$ cat src/common/mem_types_pkg.sv
package mem_types_pkg;

    // linear address and operand widths.
    typedef logic [31:0] addr_t;
    typedef logic [63:0] data_t;

    // 0 = 1 byte, 1 = 2 bytes, 2 = 4 bytes, 3 = 8 bytes.
    typedef logic [1:0] size_t;

    // one-hot override, lowest set bit selects the size.
    typedef logic [3:0] size_ovr_t;

    typedef logic [15:0] seg_t;
    typedef logic [19:0] seg_lim_t;

    typedef logic [3:0] ie_type_t;
    typedef logic [4:0] aluk_t;

    // operand sources, codes 6 and 7 select zero.
    typedef enum logic [2:0] {
        SRC_REG1 = 3'd0,
        SRC_REG2 = 3'd1,
        SRC_SEG  = 3'd2,
        SRC_MEM  = 3'd3,
        SRC_IMM  = 3'd4,
        SRC_EIP  = 3'd5
    } op_src_t;

endpackage

$ cat src/hw/operand_select.sv
`timescale 1ns/1ps

module operand_select
    import mem_types_pkg::*;
(
    input  op_src_t op1_src,
    input  op_src_t op2_src,
    input  data_t   reg1,
    input  data_t   reg2,
    input  seg_t    seg_val,
    input  data_t   load_data,
    input  data_t   imm,
    input  addr_t   eip,
    output data_t   op1_val,
    output data_t   op2_val
);

    function automatic data_t pick(
        input op_src_t src,
        input data_t   r1,
        input data_t   r2,
        input seg_t    sg,
        input data_t   ld,
        input data_t   im,
        input addr_t   ip
    );
        case (src)
            SRC_REG1: pick = r1;
            SRC_REG2: pick = r2;
            SRC_SEG:  pick = {48'd0, sg};
            SRC_MEM:  pick = ld;
            SRC_IMM:  pick = im;
            SRC_EIP:  pick = {32'd0, ip};
            default:  pick = '0;
        endcase
    endfunction

    always_comb begin
        op1_val = pick(op1_src, reg1, reg2, seg_val, load_data, imm, eip);
        op2_val = pick(op2_src, reg1, reg2, seg_val, load_data, imm, eip);
    end

endmodule

$ cat config.mk
export PLATFORM = sky130hd
export DESIGN_NAME = operand_select
export DESIGN_NICKNAME = d
export VERILOG_FILES = /design/src/common/mem_types_pkg.sv /design/src/hw/operand_select.sv
export SDC_FILE = /design/constraint.sdc
export NUM_CORES = 1
export LEC_CHECK = 0
export BUFFER_PORTS_ARGS = -buffer_cell sky130_fd_sc_hd__buf_2
export CAP_MARGIN = 20
export CORE_AREA = 2 2 171 173
export DETAILED_ROUTE_END_ITERATION = 8
export DIE_AREA = 0 0 173 175
export SKIP_LAST_GASP = 1
export SLEW_MARGIN = 15
export SYNTH_ARGS = -nofsm -noshare
export SYNTH_HDL_FRONTEND = slang
export SYNTH_SLANG_ARGS = --single-unit
$ cat constraint.sdc
create_clock -name vclk -period 1.5
set_input_delay 0.3 -clock vclk [all_inputs]
set_output_delay 0.3 -clock vclk [all_outputs]
set_load 0.005 [all_outputs]
==> out/summary.txt <==
Run status = complete, but fails checks
Failing checks = negative setup slack
Initial antenna violation count = 3
Fin. Hold Viols = 0
Post-detailed-route count of antenna-violating nets = 0
Nets = 1549
Family with the most delay on the worst path = buffers and inverters
Io pins = 438
GRT Total Usage = 22.96%
Combinational cell fraction of total power = 100.0%
Placed wire-length estimate = 25.76 mm
Starting density of the core = 17.97%
Max stage delay on crit path = 0.26 ns
Worst path bufs/invs = 5
Post-Layout Cell Count = 1623
Largest net degree at the start of global routing = 29
Final clock period utilization by the worst path = 119.4%
CP required = 1.20 ns
I/O Buffers = 438
Crit end category = output port
RSZ-0062 raised after global routing = yes
Mapped Cells = 687
Vias per std cell = 5.248
GRT Max-Usage Layer = met2
Slowest-stage cell, CP = nor3b_4
Avg Inst Size Synth = 7.427 um^2
Slew Limit Fails = 0
Met3 Use GR = 3.220%
Crit path cell chain = buf_12 > buf_12 > nor3b_4 > buf_6 > buf_12 > nand2_1 > o211ai_1 > buf_2
Area grow syn2layout = 120.4%
NetSw = 1.734 mW
Residual DRC = 0
Layout cells sized above 1 = 73.00%
Worst VDD drop = 0.1499 mV
Max Cap Viol = 0
Total grt overflow = 0
Crit path max fanout = 10
DP Cell Count = 1562
Met1 Track Usage GR = 29.59%
Most Frequent Cell on Critical Path = buf_12
First-pass GRT wire length = 53.98 mm
Routed WL per cell = 23.42 um
CP Class = in2out
Vias in the first global route = 8872
Register Area = 0 um^2
Switch share = 47.50%
Die Y = 175 um
DR vias = 8518
Clock share of power = 0%
Distinct cell type count after synthesis = 39
Final setup viols = 128
Row count = 62
Number of iterations in the first detailed-routing pass = 5
Clock period minus worst slack = 1.792 ns
Layout clock buffers = 0
Pre-CTS setup slack = -0.3869 ns
Final Total Pwr = 3.650 mW
Multi-input combinational cell area = 5909 um^2
Synth Net Count = 997
Final GP Congestion = 1.018
CORE AREA = 28390 um^2
Dpl cell area = 8603 um^2
Startpoint type of the worst setup path = input port
Cts hold-fix bufs = 0
Design area = 11250 um^2
Fmax = 558.2 MHz
Critical path arrival = 1.49 ns
DIE WIDTH = 173 um
Met2 Use GR = 40.15%
DRT Wirelength = 38.01 mm
Most frequent cells in the layout = 431 x buf_2, 120 x mux2i_1, 75 x buf_4
Slew margin rel. = 75.18%
Ys Warns = 0
FF+latch count = 0
Pint = 1.917 mW
DR iter-0 viols = 472
Most common cell after layout, fill and taps aside = buf_2
Worst-Margin Slew = 0.3619 ns
Register area share after synthesis = 0%
Pwr/cell area = 324.6 nW/um^2
# fillers = 2921
Final worst slack = -0.2915 ns
Worst Hold Class = in2out
Power share of the sequential group = 0%
Die footprint = 30280 um^2
Synthesized area = 5102 um^2
LEAKAGE = 5.597 nW
-- cell usage after synthesis, types with 3 or more instances --
master,instances,share of area [%]
a22oi_1,30,4.4
o22ai_1,25,3.1
mux2_4,7,2.1
clkbuf_1,14,1.0
buf_4,22,3.2
and3_1,3,0.37
mux2i_1,126,25
mux2_2,58,13
o21ai_0,15,1.5
a221oi_1,9,1.5
nand3_1,3,0.29
a32oi_1,19,3.3
buf_6,12,2.6
nor3b_1,17,2.5
nand2b_1,4,0.49
a31oi_1,3,0.37
a2bb2oi_1,14,2.4
nand3b_1,16,2.4
nor2_1,24,1.8
a21oi_1,35,3.4
o211ai_1,22,3.2
nor2b_1,5,0.61
buf_2,32,3.1
o21a_1,5,0.74
nand2_1,110,8.1
o221ai_1,39,6.7
o21ai_1,3,0.29
-- power by group through the flow --
stage	combinational [mW]	clock (mW)	sequential, mW
after floorplan	1.24	0	0
after global placement	2.67	0	0
after detailed placement	2.69	0	0
after CTS	3.44	0	0
after global routing	3.85	0.000000179	0
final	3.65	0.000000178	0
-- metrics by stage --
stage | setup TNS [ns] | util (%) | hold WS (ns)
after CTS | -27.19 | 38.06 | 0.8974
after global routing | -31.47 | 39.61 | 0.9097
after floorplan | 0 | - | 0.6941
after detailed placement | -32.88 | 30.30 | 0.8978
final | -25.37 | 39.61 | 0.9028
after global placement | -31.85 | 30.30 | 0.8965
-- path summary, 6_finish.rpt --
check,from,to,cells past startpoint,slack [ns]
setup / recovery,op2_src[1],op2_val[44],8,-0.29
hold / removal,imm[40],op2_val[40],4,0.90
-- repair_timing --
item,in CTS,in global routing
pin swaps,105,87
cloned,25,1
endpoints found under the setup margin,128,128
buffers inserted,44,5
gates resized for setup,295,145
-- per-layer routing --
metal,wire length (um),vias up
met2,18570,449
met4,1066,0
met1,16120,4167
li1,-,3819
met5,0,-
met3,2258,83
-- cells by family after synthesis --
group	Yosys count	share of synthesized area [%]
AO/OA/AOI/OAI	222	31.61
buffers and inverters	82	10.20
multiplexers	192	40.02
AND/OR/NAND/NOR	191	18.17
-- final cells by class --
class	instances	area share [%]
tap	384	4.272
timing repair buffer	631	43.10
antenna	2	0.04450
multi-input combinational	605	52.55
inverter	1	0.03338
No activity file was read; power rests on OpenSTA's default activity.
