File: src/common/mem_types_pkg.sv
package mem_types_pkg;

    // linear address and operand widths.
    typedef logic [31:0] addr_t;
    typedef logic [63:0] data_t;

    // 0 = 1 byte, 1 = 2 bytes, 2 = 4 bytes, 3 = 8 bytes.
    typedef logic [1:0] size_t;

    // one-hot override, lowest set bit selects the size.
    typedef logic [3:0] size_ovr_t;

    typedef logic [15:0] seg_t;
    typedef logic [19:0] seg_lim_t;

    typedef logic [3:0] ie_type_t;
    typedef logic [4:0] aluk_t;

    // operand sources, codes 6 and 7 select zero.
    typedef enum logic [2:0] {
        SRC_REG1 = 3'd0,
        SRC_REG2 = 3'd1,
        SRC_SEG  = 3'd2,
        SRC_MEM  = 3'd3,
        SRC_IMM  = 3'd4,
        SRC_EIP  = 3'd5
    } op_src_t;

endpackage

File: src/hw/seg_limit_check.sv
`timescale 1ns/1ps

module seg_limit_check
    import mem_types_pkg::*;
(
    input  addr_t    end_addr,
    input  seg_lim_t seg_lim,
    input  logic     access,
    input  logic     end_valid,
    output logic     violation
);

    addr_t lim_ext;
    logic  over;

    assign lim_ext = {12'd0, seg_lim};
    assign over    = end_addr > lim_ext;

    // only a real access with a known end address can fault.
    assign violation = access & end_valid & over;

endmodule

File: config.mk
export PLATFORM = sky130hd
export DESIGN_NAME = seg_limit_check
export DESIGN_NICKNAME = d
export VERILOG_FILES = /design/src/common/mem_types_pkg.sv /design/src/hw/seg_limit_check.sv
export SDC_FILE = /design/constraint.sdc
export NUM_CORES = 1
export LEC_CHECK = 0
export BUFFER_PORTS_ARGS = -buffer_cell sky130_fd_sc_hd__buf_2
export CAP_MARGIN = 20
export CORE_MARGIN = 5
export CORE_UTILIZATION = 39
export DETAILED_ROUTE_END_ITERATION = 8
export PLACE_DENSITY = 0.84
export SYNTH_ARGS = -nofsm -noshare
export SYNTH_HDL_FRONTEND = slang
export SYNTH_SLANG_ARGS = --single-unit
File: constraint.sdc
create_clock -name vclk -period 2.15
set_clock_uncertainty 0.05 [all_clocks]
set_input_delay 0.43 -clock vclk [all_inputs]
set_output_delay 0.43 -clock vclk [all_outputs]
set_load 0.03 [all_outputs]
==> metrics.md, run 1 <==
| Metric | Value |
|---|---|
| CP Max Fanout | 2 |
| Final setup margin | -0.188 ns |
| Comb power frac | 1.000 |
| Clock buffer count | 0 |
| Fin crit share | 1.09 |
| Die Y | 48.3 µm |
| Tot GR Track Use | 0.129 |
| CP required | 1.67 ns |
| Initial core utilization | 0.423 |
| Tmin final | 2.34 ns |
| Status | finished with violations |
| Dpl hpwl | roughly 1500 µm |
| Antenna diodes | 0 |
| Largest net degree at the start of global routing | 4 |
| Port bufs | 55 |
| IO Count | 55 |
| Top-area cell type share of the netlist area | 0.439 |
| Worst setup path end | violation |
| Final hold vios | 0 |
| Gpl congestion | 0.679 |
| Nets | 209 |
| Rel. slew slack | 0.838 |
| Failing checks | negative setup slack |
| WL final | roughly 1900 µm |
| Die width | slightly below 50 µm |
| P per Cell Area | between 150 and 200 nW/µm² |
| Ys Warns | 0 |
| Worst Tran Pin Value | 0.241 ns |
| CP endpoint kind | output pin |
| Register area | 0 µm² |
| Post-synth top cells | ha_1, inv_1, a21oi_1 |
| Vias in the first global route | 682 |
| Crit path launch | end_addr[8] |
| Setup violators final | 1 |
| Post-synth top area cell | ha_1 |
| Layout cells sized above 1 | 0.609 |
| Max-cap violations | 0 |
| Rows | 13 |
| Post-layout util | 0.790 |
| Drt wl/cell | between 10 and 15 µm |
| Sequential share of power | 0 |
| First-pass GRT wire length | roughly 2300 µm |
| Seq Cell Count | 0 |
| Drt pass-1 iters | 2 |
| Cells after synthesis | 77 |
| Power, Total | 0.191 mW |
| P_sw | 0.0847 mW |
| RSZ-0062 raised after global routing | yes |
| Grt ovf | 0 |
| Max-slew violations | 0 |
| Unique cell type count in the Yosys netlist | 22 |
| Hold Path Class | input port to output pin |
| Initial antenna violation count | 0 |
| Final ANT Viol Nets | 0 |
| Pleak | 0.556 nW |
| FMAX | between 400 and 500 MHz |
| Synth top area cells | ha_1, inv_1, a21oi_1, nand4_4, nand2_1 |
| Int Power | 0.106 mW |
| Area grow syn2layout | 86.8% |
| Vias | 756 |
| Kind of critical path | input port to output pin |
| Syn Nets | 151 |
| Synthesized area | 571 µm² |
| Die area | between 2000 and 2500 µm² |
| Iter 0 DRT Violations | 1 |
| Clock Power Share | 0 |
| VDD IR max | about 0.082 mV |
| Register area share after synthesis | 0 |
| Switching fraction of total power | 0.444 |
| Startpoint Class | input port |
| Mean number of vias per cell | 5.11 |
| CP arrival | roughly 1.9 ns |
| Avg Synthesized Cell Area | 7.41 µm² |
| Post-CTS setup buffer count | 0 |
| Hold buffers post-CTS | 0 |
| Core area | 1350 µm² |
| # DRC | 0 |
[routing by layer]
| layer | track usage | vias to the layer above | share of wire |
|---|---|---|---|
| met5 | 0 | - | 0 |
| met4 | 0 | 0 | 0.021 |
| met3 | 0.00369 | 4 | 0.084 |
| met2 | 0.310 | 30 | 0.58 |
| met1 | 0.115 | 338 | 0.31 |
| li1 | - | 384 | - |
[repair_timing]
action	4_1_cts	5_1_grt
endpoints found under the hold margin	0	0
gates cloned	0	0
pin swaps	3	3
gates resized for setup	6	16
endpoints found under the setup margin	1	1
[cells in the final DEF, fill, tap and decap left out, drive strengths merged, types with 2 or more instances in the layout]
cell type,netlist,layout
a21boi,2,2
a21oi,7,7
buf,0,56
ha,20,20
inv,20,20
nand2,5,5
nand3,2,2
nand4,3,3
nor2,3,3
nor2b,2,2
nor4,4,4
o21a,2,2
o21ai,2,2
[power groups by stage]
stage          logic, mW  registers, mW  clock network, mW
3_5_place_dp       0.144              0                  0
2_1_floorplan     0.0795              0                  0
5_1_grt            0.214              0                  0
6_report           0.191              0                  0
4_1_cts            0.154              0                  0
3_3_place_gp       0.138              0                  0
[through the flow]
step                setup slack [ns]  area, µm²  setup TNS, ns  hold WS (ns)  cells
floorplan                    0.00841        603              0          1.02     77
global placement              -0.259        905         -0.259          1.27    148
detailed placement            -0.274        905         -0.274          1.27    148
CTS                           -0.214        943         -0.214          1.23    148
global route                  -0.269       1070         -0.269          1.25    148
finish                        -0.188       1070         -0.188          1.23    148
[kinds of logic after synthesis]
group           Yosys count  synth area share
compound gates           17             0.197
fa+ha+maj                20             0.439
buf+inv                  20             0.132
simple gates             20             0.232
[area by class of cell]
| cell class | instances | area, µm² |
|---|---|---|
| fillers | 92 | 284 |
| inverters | 20 | 75.1 |
| multi-input cells | 57 | 683 |
| well taps | 15 | 18.8 |
| repair buffers | 56 | 289 |
[critical path, cell delays in order]
cell       delay [ns]
buf_2            0.10
ha_1             0.32
nand4_4          0.11
nor2_1           0.05
o2bb2ai_1        0.11
o41a_1           0.38
o21a_4           0.22
buf_6            0.13
[how the worst min path moves through the flow]
stage | start | end | slack, ns | cells after the start
4_1_cts | end_valid | violation | 1.23 | 5
3_5_place_dp | end_valid | violation | 1.27 | 5
3_3_place_gp | end_valid | violation | 1.27 | 5
2_1_floorplan | end_valid | violation | 1.02 | 3
6_report | end_valid | violation | 1.23 | 5
5_1_grt | end_valid | violation | 1.25 | 5
Note: power is estimated with default switching activity, not from simulation.
==> run 2: changes to the inputs <==
--- a/config.mk
+++ b/config.mk
@@ -6,11 +6,11 @@
 export NUM_CORES = 1
 export LEC_CHECK = 0
 export BUFFER_PORTS_ARGS = -buffer_cell sky130_fd_sc_hd__buf_2
-export CAP_MARGIN = 20
+export CAP_MARGIN = 15
 export CORE_MARGIN = 5
-export CORE_UTILIZATION = 39
+export CORE_UTILIZATION = 42
 export DETAILED_ROUTE_END_ITERATION = 8
-export PLACE_DENSITY = 0.84
+export PLACE_DENSITY = 0.91
 export SYNTH_ARGS = -nofsm -noshare
 export SYNTH_HDL_FRONTEND = slang
 export SYNTH_SLANG_ARGS = --single-unit
==> constraint.sdc (replaced) <==
create_clock -name vclk -period 2.96
set_clock_uncertainty 0.05 [all_clocks]
set_input_delay 0.592 -clock vclk [all_inputs]
set_output_delay 0.592 -clock vclk [all_outputs]
set_load 0.03 [all_outputs]
==> metrics.md, run 2 (synthesized netlist as in run 1, its figures left out) <==
| Metric | Value |
|---|---|
| Core area | ~1300 µm² |
| Dpl hpwl | 1560 µm |
| Slowest cell on the critical path | nor4_2 |
| Gpl congestion | around 0.70 |
| VDD IR max | roughly 0.06 mV |
| FMAX | 360 MHz |
| CP peak stage delay | 0.34 ns |
| Largest net degree at the start of global routing | 4 |
| HP Start | end_valid |
| Status | finished, final reports clean |
| CP dominant cell by count | buf_2 |
| Nets | approximately 210 |
| Crit path cell chain | buf_2, inv_1, ha_1, nand4_2, nor4_2, a21boi_2, o41a_1, o21a_1, buf_2 |
| Drt pass-1 iters | 2 |
| Rel. slew slack | 0.827 |
| Final ANT Viol Nets | 0 |
| Initial core utilization | 0.444 |
| Fin crit share | 0.938 |
| Tot GR Track Use | 0.150 |
| Die width | about 47 µm |
| Fillers | 112 |
| Commonest cells after routing, fill and taps aside | buf_2, inv_1, ha_1, a21oi_1, nand2_1 |
| Post-CTS setup buffer count | 0 |
| Port bufs | 55 |
| Hold Path Class | input port to output pin |
| Crit path launch | seg_lim[14] |
| Worst setup path end | violation |
| Max-slew violations | 0 |
| Worst Tran Pin Value | 0.258 ns |
| CP required | 2.32 ns |
| CP arrival | 2.13 ns |
| Register area | 0 µm² |
| Vias in the first global route | 705 |
| CP endpoint kind | output pin |
| Seq Cell Count | 0 |
| Setup TNS | 0 ns |
| Pleak | 0.537 nW |
| Layout cells sized above 1 | 0.447 |
| Die area | 2200 µm² |
| Startpoint Class | input port |
| Setup violators final | 0 |
| Vias | a little under 700 |
| Mean number of vias per cell | 4.73 |
| RSZ-0062 raised after global routing | no |
| First-pass GRT wire length | 2510 µm |
| Initial antenna violation count | 0 |
| P per Cell Area | roughly 120 nW/µm² |
| Post-CTS sizing | 0 |
| CP Max Fanout | 3 |
| Iter 0 DRT Violations | 1 |
| Final hold vios | 0 |
| Layout Cells excl Fill | 147 |
| Clock buffer count | 0 |
| Hold buffers post-CTS | 0 |
| Leading cell type in the layout, fill and taps excluded | buf_2 |
| Rows | 13 |
| Die Y | 46.9 µm |
| Kind of critical path | input port to output pin |
| Cell count after placement | about 150 |
| Tmin final | around 2.8 ns |
| Max-cap violations | 0 |
| # DRC | 0 |
| Drt wl/cell | roughly 11 µm |
| WL final | ~1600 µm |
| Area grow syn2layout | 51.5% |
| Antenna diodes | 0 |
| Grt ovf | 0 |
| IO Count | 55 |
-- run 2: changes by cell type in the layout (fill, tap and decap cells not counted), sizes merged --
cell | before | now
buf | 56 | 55
-- run 2: worst max-delay path: cells and delay by family --
family | cells | cell delay (ns)
and+or+nand+nor | 2 | 0.48
AOI/OAI and AO/OA | 3 | 0.44
buffers and inverters | 3 | 0.31
adders and majority gates | 1 | 0.31
-- run 2: metal layers --
metal	vias to the layer above	track usage	wire length (µm)
met5	-	0	0
met4	0	0	0
met3	0	0	124
met2	23	0.333	909
met1	291	0.160	572
li1	382	-	-
-- run 2: worst min path at each step --
stage	slack [ns]	cells past startpoint	endpoint
floorplan	1.39	3	violation
global placement	1.58	5	violation
detailed placement	1.57	5	violation
CTS	1.57	5	violation
global route	1.58	5	violation
finish	1.57	5	violation
-- run 2: area by class of cell --
cell class / instances / area [µm²] / area share
multi-input combinational: 57 / 495 / 0.573
inverter: 20 / 75.1 / 0.0868
timing repair buffer: 55 / 275 / 0.318
tap: 15 / 18.8 / 0.0217
-- run 2: where the power goes --
group | leakage [nW] | switching, mW | total, mW | internal, mW
clock network | 0 | 0 | 0 | 0
registers | 0 | 0 | 0 | 0
logic | 0.537 | 0.0461 | 0.100 | 0.0543
total | 0.537 | 0.0461 | 0.100 | 0.0543
-- run 2: per-stage QoR --
| step | total power [mW] | area (µm²) | hold slack, ns | worst slack [ns] | util |
|---|---|---|---|---|---|
| after CTS | 0.102 | 865 | 1.57 | 0.165 | 0.673 |
| after global placement | 0.0950 | 865 | 1.58 | 0.246 | 0.673 |
| final | 0.100 | 865 | 1.57 | 0.184 | 0.673 |
| after detailed placement | 0.102 | 865 | 1.57 | 0.181 | 0.673 |
| after floorplan | 0.0539 | 571 | 1.39 | 0.407 | - |
| after global routing | 0.116 | 865 | 1.58 | 0.0542 | 0.673 |
