===== config.mk =====
export PLATFORM = sky130hd
export DESIGN_NAME = addr_gen
export DESIGN_NICKNAME = d
export VERILOG_FILES = /design/src/common/mem_types_pkg.sv /design/src/hw/addr_gen.sv
export SDC_FILE = /design/constraint.sdc
export NUM_CORES = 1
export LEC_CHECK = 0
export BUFFER_PORTS_ARGS = -buffer_cell sky130_fd_sc_hd__buf_2
export CAP_MARGIN = 20
export CORE_MARGIN = 3
export CORE_UTILIZATION = 37
export DETAILED_ROUTE_END_ITERATION = 10
export GPL_ROUTABILITY_DRIVEN = 0
export GPL_TIMING_DRIVEN = 0
export PLACE_DENSITY_LB_ADDON = 0.25
export SLEW_MARGIN = 20
export SYNTH_ARGS = -nofsm -noshare
export SYNTH_HDL_FRONTEND = slang
export SYNTH_SLANG_ARGS = --single-unit

===== constraint.sdc =====
create_clock -name vclk -period 1.9
set_clock_uncertainty 0.15 [all_clocks]
set_input_delay 0 -clock vclk [all_inputs]
set_output_delay 0 -clock vclk [all_outputs]
set_load 0.01 [all_outputs]

===== src/common/mem_types_pkg.sv =====
package mem_types_pkg;

    // linear address and operand widths.
    typedef logic [31:0] addr_t;
    typedef logic [63:0] data_t;

    // 0 = 1 byte, 1 = 2 bytes, 2 = 4 bytes, 3 = 8 bytes.
    typedef logic [1:0] size_t;

    // one-hot override, lowest set bit selects the size.
    typedef logic [3:0] size_ovr_t;

    typedef logic [15:0] seg_t;
    typedef logic [19:0] seg_lim_t;

    typedef logic [3:0] ie_type_t;
    typedef logic [4:0] aluk_t;

    // operand sources, codes 6 and 7 select zero.
    typedef enum logic [2:0] {
        SRC_REG1 = 3'd0,
        SRC_REG2 = 3'd1,
        SRC_SEG  = 3'd2,
        SRC_MEM  = 3'd3,
        SRC_IMM  = 3'd4,
        SRC_EIP  = 3'd5
    } op_src_t;

endpackage


===== src/hw/addr_gen.sv =====
`timescale 1ns/1ps

module addr_gen
    import mem_types_pkg::*;
(
    input  size_t     opsize_in,
    input  size_ovr_t size_ovr_in,
    input  logic      is_push,
    input  addr_t     mem_addr2,
    output size_t     size_eff,
    output addr_t     mem2_eff
);

    addr_t push_dec;

    // lowest set override bit wins.
    always_comb begin
        if (size_ovr_in[0]) begin
            size_eff = 2'd0;
        end else if (size_ovr_in[1]) begin
            size_eff = 2'd1;
        end else if (size_ovr_in[2]) begin
            size_eff = 2'd2;
        end else if (size_ovr_in[3]) begin
            size_eff = 2'd3;
        end else begin
            size_eff = opsize_in;
        end
    end

    // bytes pushed, 1 << size.
    assign push_dec = addr_t'(32'd1 << size_eff);

    // stack pointer is pre-decremented for a push.
    assign mem2_eff = is_push ? (mem_addr2 - push_dec) : mem_addr2;

endmodule


==> metrics.md, run 1 <==
| Metric | Value |
|---|---|
| Status | finished, violations left |
| Failing checks | setup timing |
| Synth Cell Area | 860.8 sq um |
| Vias in the first global route | 1186 |
| CP max-delay cell | nor4_1 |
| Layout clock buffers | 0 |
| Ant. Diodes | 0 |
| Core area | 2082 sq um |
| Die X-Extent | 54.24 um |
| Layout cell share with drive strength beyond 1 | 69.44% |
| Fmax | 429.4 MHz |
| Share of the yosys chip area belonging to registers | 0% |
| Area after DPL | 1340 sq um |
| Largest cells by area after synthesis | xor2_1, xnor2_1, nor4_1, ha_1, nor3_1 |
| Hold buffers post-CTS | 0 |
| Placed cell count | 218 |
| Cell variety after synth | 34 |
| CP peak stage delay | 450 ps |
| First-pass DRT Iterations | 4 |
| IO buf count | 73 |
| Starting Density | 41.35% |
| Unrepaired setup endpoints after global routing | yes |
| Register area | 0 sq um |
| Crit Path Class | in -> out |
| PnR worst setup slack | -428.6 ps |
| Commonest cells after routing, fill and taps aside | buf_2, xor2_1, buf_4 |
| Final hold vios | 0 |
| Worst path cell trace | buf_8, o21bai_4, a21oi_4, buf_6, nand2_2, ha_4, nor2b_4, nand2_2, nor4_1, xor2_1, buf_2 |
| WL per Instance | 21.89 um |
| Critical path launch point type | input pin |
| Die ar. | 2941 sq um |
| Worst hold path class | in -> out |
| Seq cells | 0 |
| Min Tclk post-route | 2329 ps |
| Hpwl dp | 2286 um |
| Die height | 54.24 um |
| Final setup viols | 29 |
| Final WL | 5319 um |
| Ports | 73 |
| Final Cycle Share | 122.6% |
| Mapped Nets | 162 |
| Lkg Pwr | 0.8773 nW |
| GR Overflow Total | 0 |
| Worst-path maximum fanout | 9 |
| Cell Pwr Density | 237.2 nW/um^2 |
| Most common cell after layout, fill and taps aside | buf_2 |
| Hold Path Depth | 3 |
| Critical path endpoint category | primary output |
| Max-Cap Viols | 0 |
| Post-synthesis instance total | 118 |
| Final core occ | 92.01% |
| Syn Area/Cell | 7.295 sq um |
| VDD IR-drop max | 0.2311 mV |
| Hold Startpoint | mem_addr2[31] |
| P&R area growth vs syn | 122.5% |
| WHS Endpoint | mem2_eff[31] |
| DRT iter0 DRCs | 41 |
| Final nets | 262 |
| Cell Count, Final, Fillers Out | 243 |
| Slew Viols, Final | 0 |
| Tot GR Track Use | 22.37% |
| Global-route wire length before repair | 5030 um |
| Vias per inst | 6.206 |
| ANT nets after route | 0 |
| Required time of the critical path | 1750 ps |
| Least-Margin Pin Slew | 805.5 ps |
| Crit path top cell by count | nand2_2 |
| Yosys top cell area share | 20.35% |
| Total Neg Setup Slack | -8198 ps |
| Critical Path AT | 2180 ps |
| Largest net degree at the start of global routing | 10 |
| Slew headroom | 45.80% |
| Synth area leader | xor2_1 |
| Initial antenna violation count | 0 |
| Final Cell Area | 1916 sq um |
| Worst hold margin | 111.9 ps |
| Synth warn | 0 |
| Row cnt | 16 |
| DRC viols | 0 |
| DR vias | 1508 |
critical path, delay by kind of cell:
| family | cells | cell delay, ps |
|---|---|---|
| AND/OR/NAND/NOR | 4 | 970 |
| XOR/XNOR | 1 | 210 |
| adder cells (fa/ha/maj) | 1 | 180 |
| AO/OA/AOI/OAI | 2 | 390 |
| buffers and inverters | 3 | 410 |
stage by stage:
| step | total power, mW | setup slack, ps |
|---|---|---|
| finish | 0.4544 | -428.6 |
| global route | 0.4784 | -540.1 |
| CTS | 0.3403 | -357.4 |
| detailed placement | 0.2836 | -600.6 |
| global placement | 0.2761 | -492.6 |
| floorplan | 0.1532 | -177.1 |
power breakdown:
| part | total [mW] | internal (mW) | leakage [nW] | switching (mW) |
|---|---|---|---|---|
| Sequential | 0 | 0 | 0 | 0 |
| Combinational | 0.454 | 0.216 | 0.877 | 0.239 |
| Clock | 0 | 0 | 0 | 0 |
| Total | 0.454 | 0.216 | 0.877 | 0.239 |
synth_stat cells (all sizes together) (2+ instances only):
master / instances
xor2: 20
nor2: 11
nor4: 11
nor3: 10
xnor2: 9
or4: 6
nand2: 5
or3: 5
ha: 4
inv: 4
nand4: 4
nand3: 3
nor4b: 3
a21oi: 2
buf: 2
clkbuf: 2
nand2b: 2
nand4b: 2
nor2b: 2
o21a: 2
cells by family (layout without fill, tap and decap cells):
group,after synthesis,after routing,share of synthesized area [%]
xor+xnor,29,29,29.51
fa+ha+maj,5,5,8.140
simple gates,67,67,50.43
mux,2,2,2.471
buf+inv,8,106,3.779
compound gates,7,7,5.669
worst max-delay path by stage:
stage,to,depth (start not counted),slack (ps),start
after floorplan,mem2_eff[23],9,-180,size_ovr_in[2]
after global placement,mem2_eff[24],12,-490,size_ovr_in[3]
after detailed placement,mem2_eff[24],12,-600,size_ovr_in[3]
after CTS,mem2_eff[5],11,-360,size_ovr_in[2]
after global routing,mem2_eff[17],11,-540,size_ovr_in[2]
final,mem2_eff[17],11,-430,size_ovr_in[2]
metal layers:
metal / vias up / share of wire, % / track usage (%)
met5: - / 0 / 0
li1: 636 / - / -
met4: 0 / 6.3 / 2.490
met1: 706 / 34 / 25.61
met3: 35 / 8.8 / 1.090
met2: 131 / 50 / 45.62
cell type report:
| type | instances | area (sq um) |
|---|---|---|
| timing repair buffer | 98 | 628.1 |
| multi-input combinational | 110 | 1189 |
| buffer | 4 | 50.05 |
| tap | 27 | 33.78 |
| fill | 85 | 166.4 |
| inverter | 4 | 15.01 |
what timing repair did:
item / CTS / global route
endpoints found under the setup margin: 29 / 30
resized for setup: 28 / 45
gates cloned: 2 / 0
pin swaps: 17 / 38
buffers inserted: 9 / 14
(Power assumes the default switching activity.)
==> inputs of run 2 (changes only) <==
--- a/config.mk
+++ b/config.mk
@@ -13,6 +13,7 @@
 export GPL_ROUTABILITY_DRIVEN = 0
 export GPL_TIMING_DRIVEN = 0
 export PLACE_DENSITY_LB_ADDON = 0.25
+export REMOVE_ABC_BUFFERS = 1
 export SLEW_MARGIN = 20
 export SYNTH_ARGS = -nofsm -noshare
 export SYNTH_HDL_FRONTEND = slang
==> run 2 against run 1 <==
Against the previous run:
- the run still ends with setup timing left
- hold slack better by 1.7 ps
- non-clock buffer count is 8 lower
- maximum frequency is 3.1% higher
- power is 0.37% lower
- first-iteration DRC count is 44% lower
- global-route usage is 1.2 points higher
- final cell count is 2.9% lower
- wire length is 16% lower
- sequential share of layout area stayed put
- design area is 1.6% lower
- critical path type unchanged
==> metrics.md, run 2 (synthesis results as in run 1) <==
| Metric | Value |
|---|---|
| Final Cycle Share | 118.8% |
| Largest net degree at the start of global routing | 10 |
| Critical Path AT | 2110 ps |
| Starting Density | 41.35% |
| Ant. Diodes | 0 |
| Ports | 73 |
| P&R area growth vs syn | 119.0% |
| Max-Cap Viols | 0 |
| Area after DPL | 1242 sq um |
| Register area | 0 sq um |
| Critical path endpoint category | primary output |
| Hpwl dp | 2172 um |
| GR Overflow Total | 0 |
| Die height | 54.24 um |
| Least-Margin Pin Slew | 696.5 ps |
| Cell Pwr Density | 240.1 nW/um^2 |
| Final WL | 4475 um |
| Unrepaired setup endpoints after global routing | yes |
| Clock power frac | 0% |
| Commonest cells after routing, fill and taps aside | buf_2, xor2_1, buf_4 |
| Final nets | 255 |
| Final hold vios | 0 |
| Initial antenna violation count | 0 |
| Fmax | 443.0 MHz |
| CP peak stage delay | 350 ps |
| Slew headroom | 53.21% |
| ANT nets after route | 0 |
| IO buf count | 73 |
| Required time of the critical path | 1750 ps |
| Most common cell after layout, fill and taps aside | buf_2 |
| Vias per inst | 5.945 |
| Global-route wire length before repair | 5306 um |
| Lkg Pwr | 0.8580 nW |
| Die X-Extent | 54.24 um |
| Worst hold path class | in -> out |
| Status | finished, violations left |
| Switch Pwr | 234.0 uW |
| Die ar. | 2941 sq um |
| Critical path launch point type | input pin |
| Crit Path Class | in -> out |
| Seq cells | 0 |
| Vias in the first global route | 1185 |
| Int Power | 218.7 uW |
| Worst-path maximum fanout | 5 |
| Min Tclk post-route | 2258 ps |
| Tot GR Track Use | 23.52% |
| DR vias | 1403 |
| Core area | 2082 sq um |
| Failing checks | setup timing |
| Layout clock buffers | 0 |
| Row cnt | 16 |
| Final setup viols | 29 |
| DRT iter0 DRCs | 23 |
| Slew Viols, Final | 0 |
| PnR worst setup slack | -357.6 ps |
| First-pass DRT Iterations | 4 |
| Layout cell share with drive strength beyond 1 | 67.94% |
| WL per Instance | 18.96 um |
| Hold buffers post-CTS | 0 |
| Total Neg Setup Slack | -7261 ps |
| Seq pwr share | 0% |
| DRC viols | 0 |
| Final Cell Area | 1886 sq um |
| Worst path cell trace | buf_6, o21bai_4, a21oi_2, buf_4, nand2b_4, buf_4, fa_2, nand3_2, nand4_1, buf_6, nor3_2, xor2_1, buf_2 |
| VDD IR-drop max | 0.2310 mV |
| Combinational power share | 100.0% |
| CP max-delay cell | fa_2 |
| Switching fraction of total power | 51.69% |
[run 2: repair_timing]
| action | 4_1_cts | 5_1_grt |
|---|---|---|
| pin swaps | 17 | 30 |
| buffers inserted | 12 | 11 |
| cloned | 1 | 0 |
| setup endpoints to repair | 29 | 30 |
| endpoints found under the hold margin | 0 | 0 |
| gates resized for setup | 52 | 32 |
[run 2: path summary, 6_finish.rpt]
path / start / endpoint / slack [ps] / depth (start not counted)
worst min-delay path: mem_addr2[21] / mem2_eff[21] / 110 / 3
worst max-delay path: size_ovr_in[2] / mem2_eff[20] / -360 / 13
[run 2: cell type report]
class	instances	area [sq um]
repair buffers	94	624.3
fillers	87	196.4
multi-input cells	111	1212
well taps	27	33.78
inverters	4	15.01
[run 2: stage by stage]
stage / std cells / power [mW] / worst slack, ps / utilization (%) / hold slack (ps)
6_report: 236 / 0.4528 / -357.6 / 90.56 / 113.6
5_1_grt: 236 / 0.4796 / -435.8 / 90.56 / 127.4
4_1_cts: 227 / 0.3667 / -256.5 / 79.99 / 122.0
3_5_place_dp: 214 / 0.2610 / -589.5 / 59.68 / 121.6
3_3_place_gp: 214 / 0.2561 / -553.2 / 59.68 / 115.8
2_1_floorplan: 114 / 0.1357 / -358.0 / - / -79.48
[run 2: metal layers]
layer | track usage (%) | share of wire [%]
met3 | 2.452 | 8.1
met2 | 47.01 | 52
met5 | 0 | 0
met1 | 25.85 | 34
met4 | 5.394 | 5.0
[run 2: power by group through the flow]
stage,clock network (mW),registers (mW),logic [mW]
after detailed placement,0,0,0.261
after CTS,0,0,0.367
after global placement,0,0,0.256
after floorplan,0,0,0.136
after global routing,0,0,0.480
final,0,0,0.453
[run 2: critical path, delay by kind of cell]
kind | cells | cell delay, ps
compound gates | 2 | 360
xor+xnor | 1 | 200
fa+ha+maj | 1 | 350
buf+inv | 5 | 740
simple gates | 4 | 450
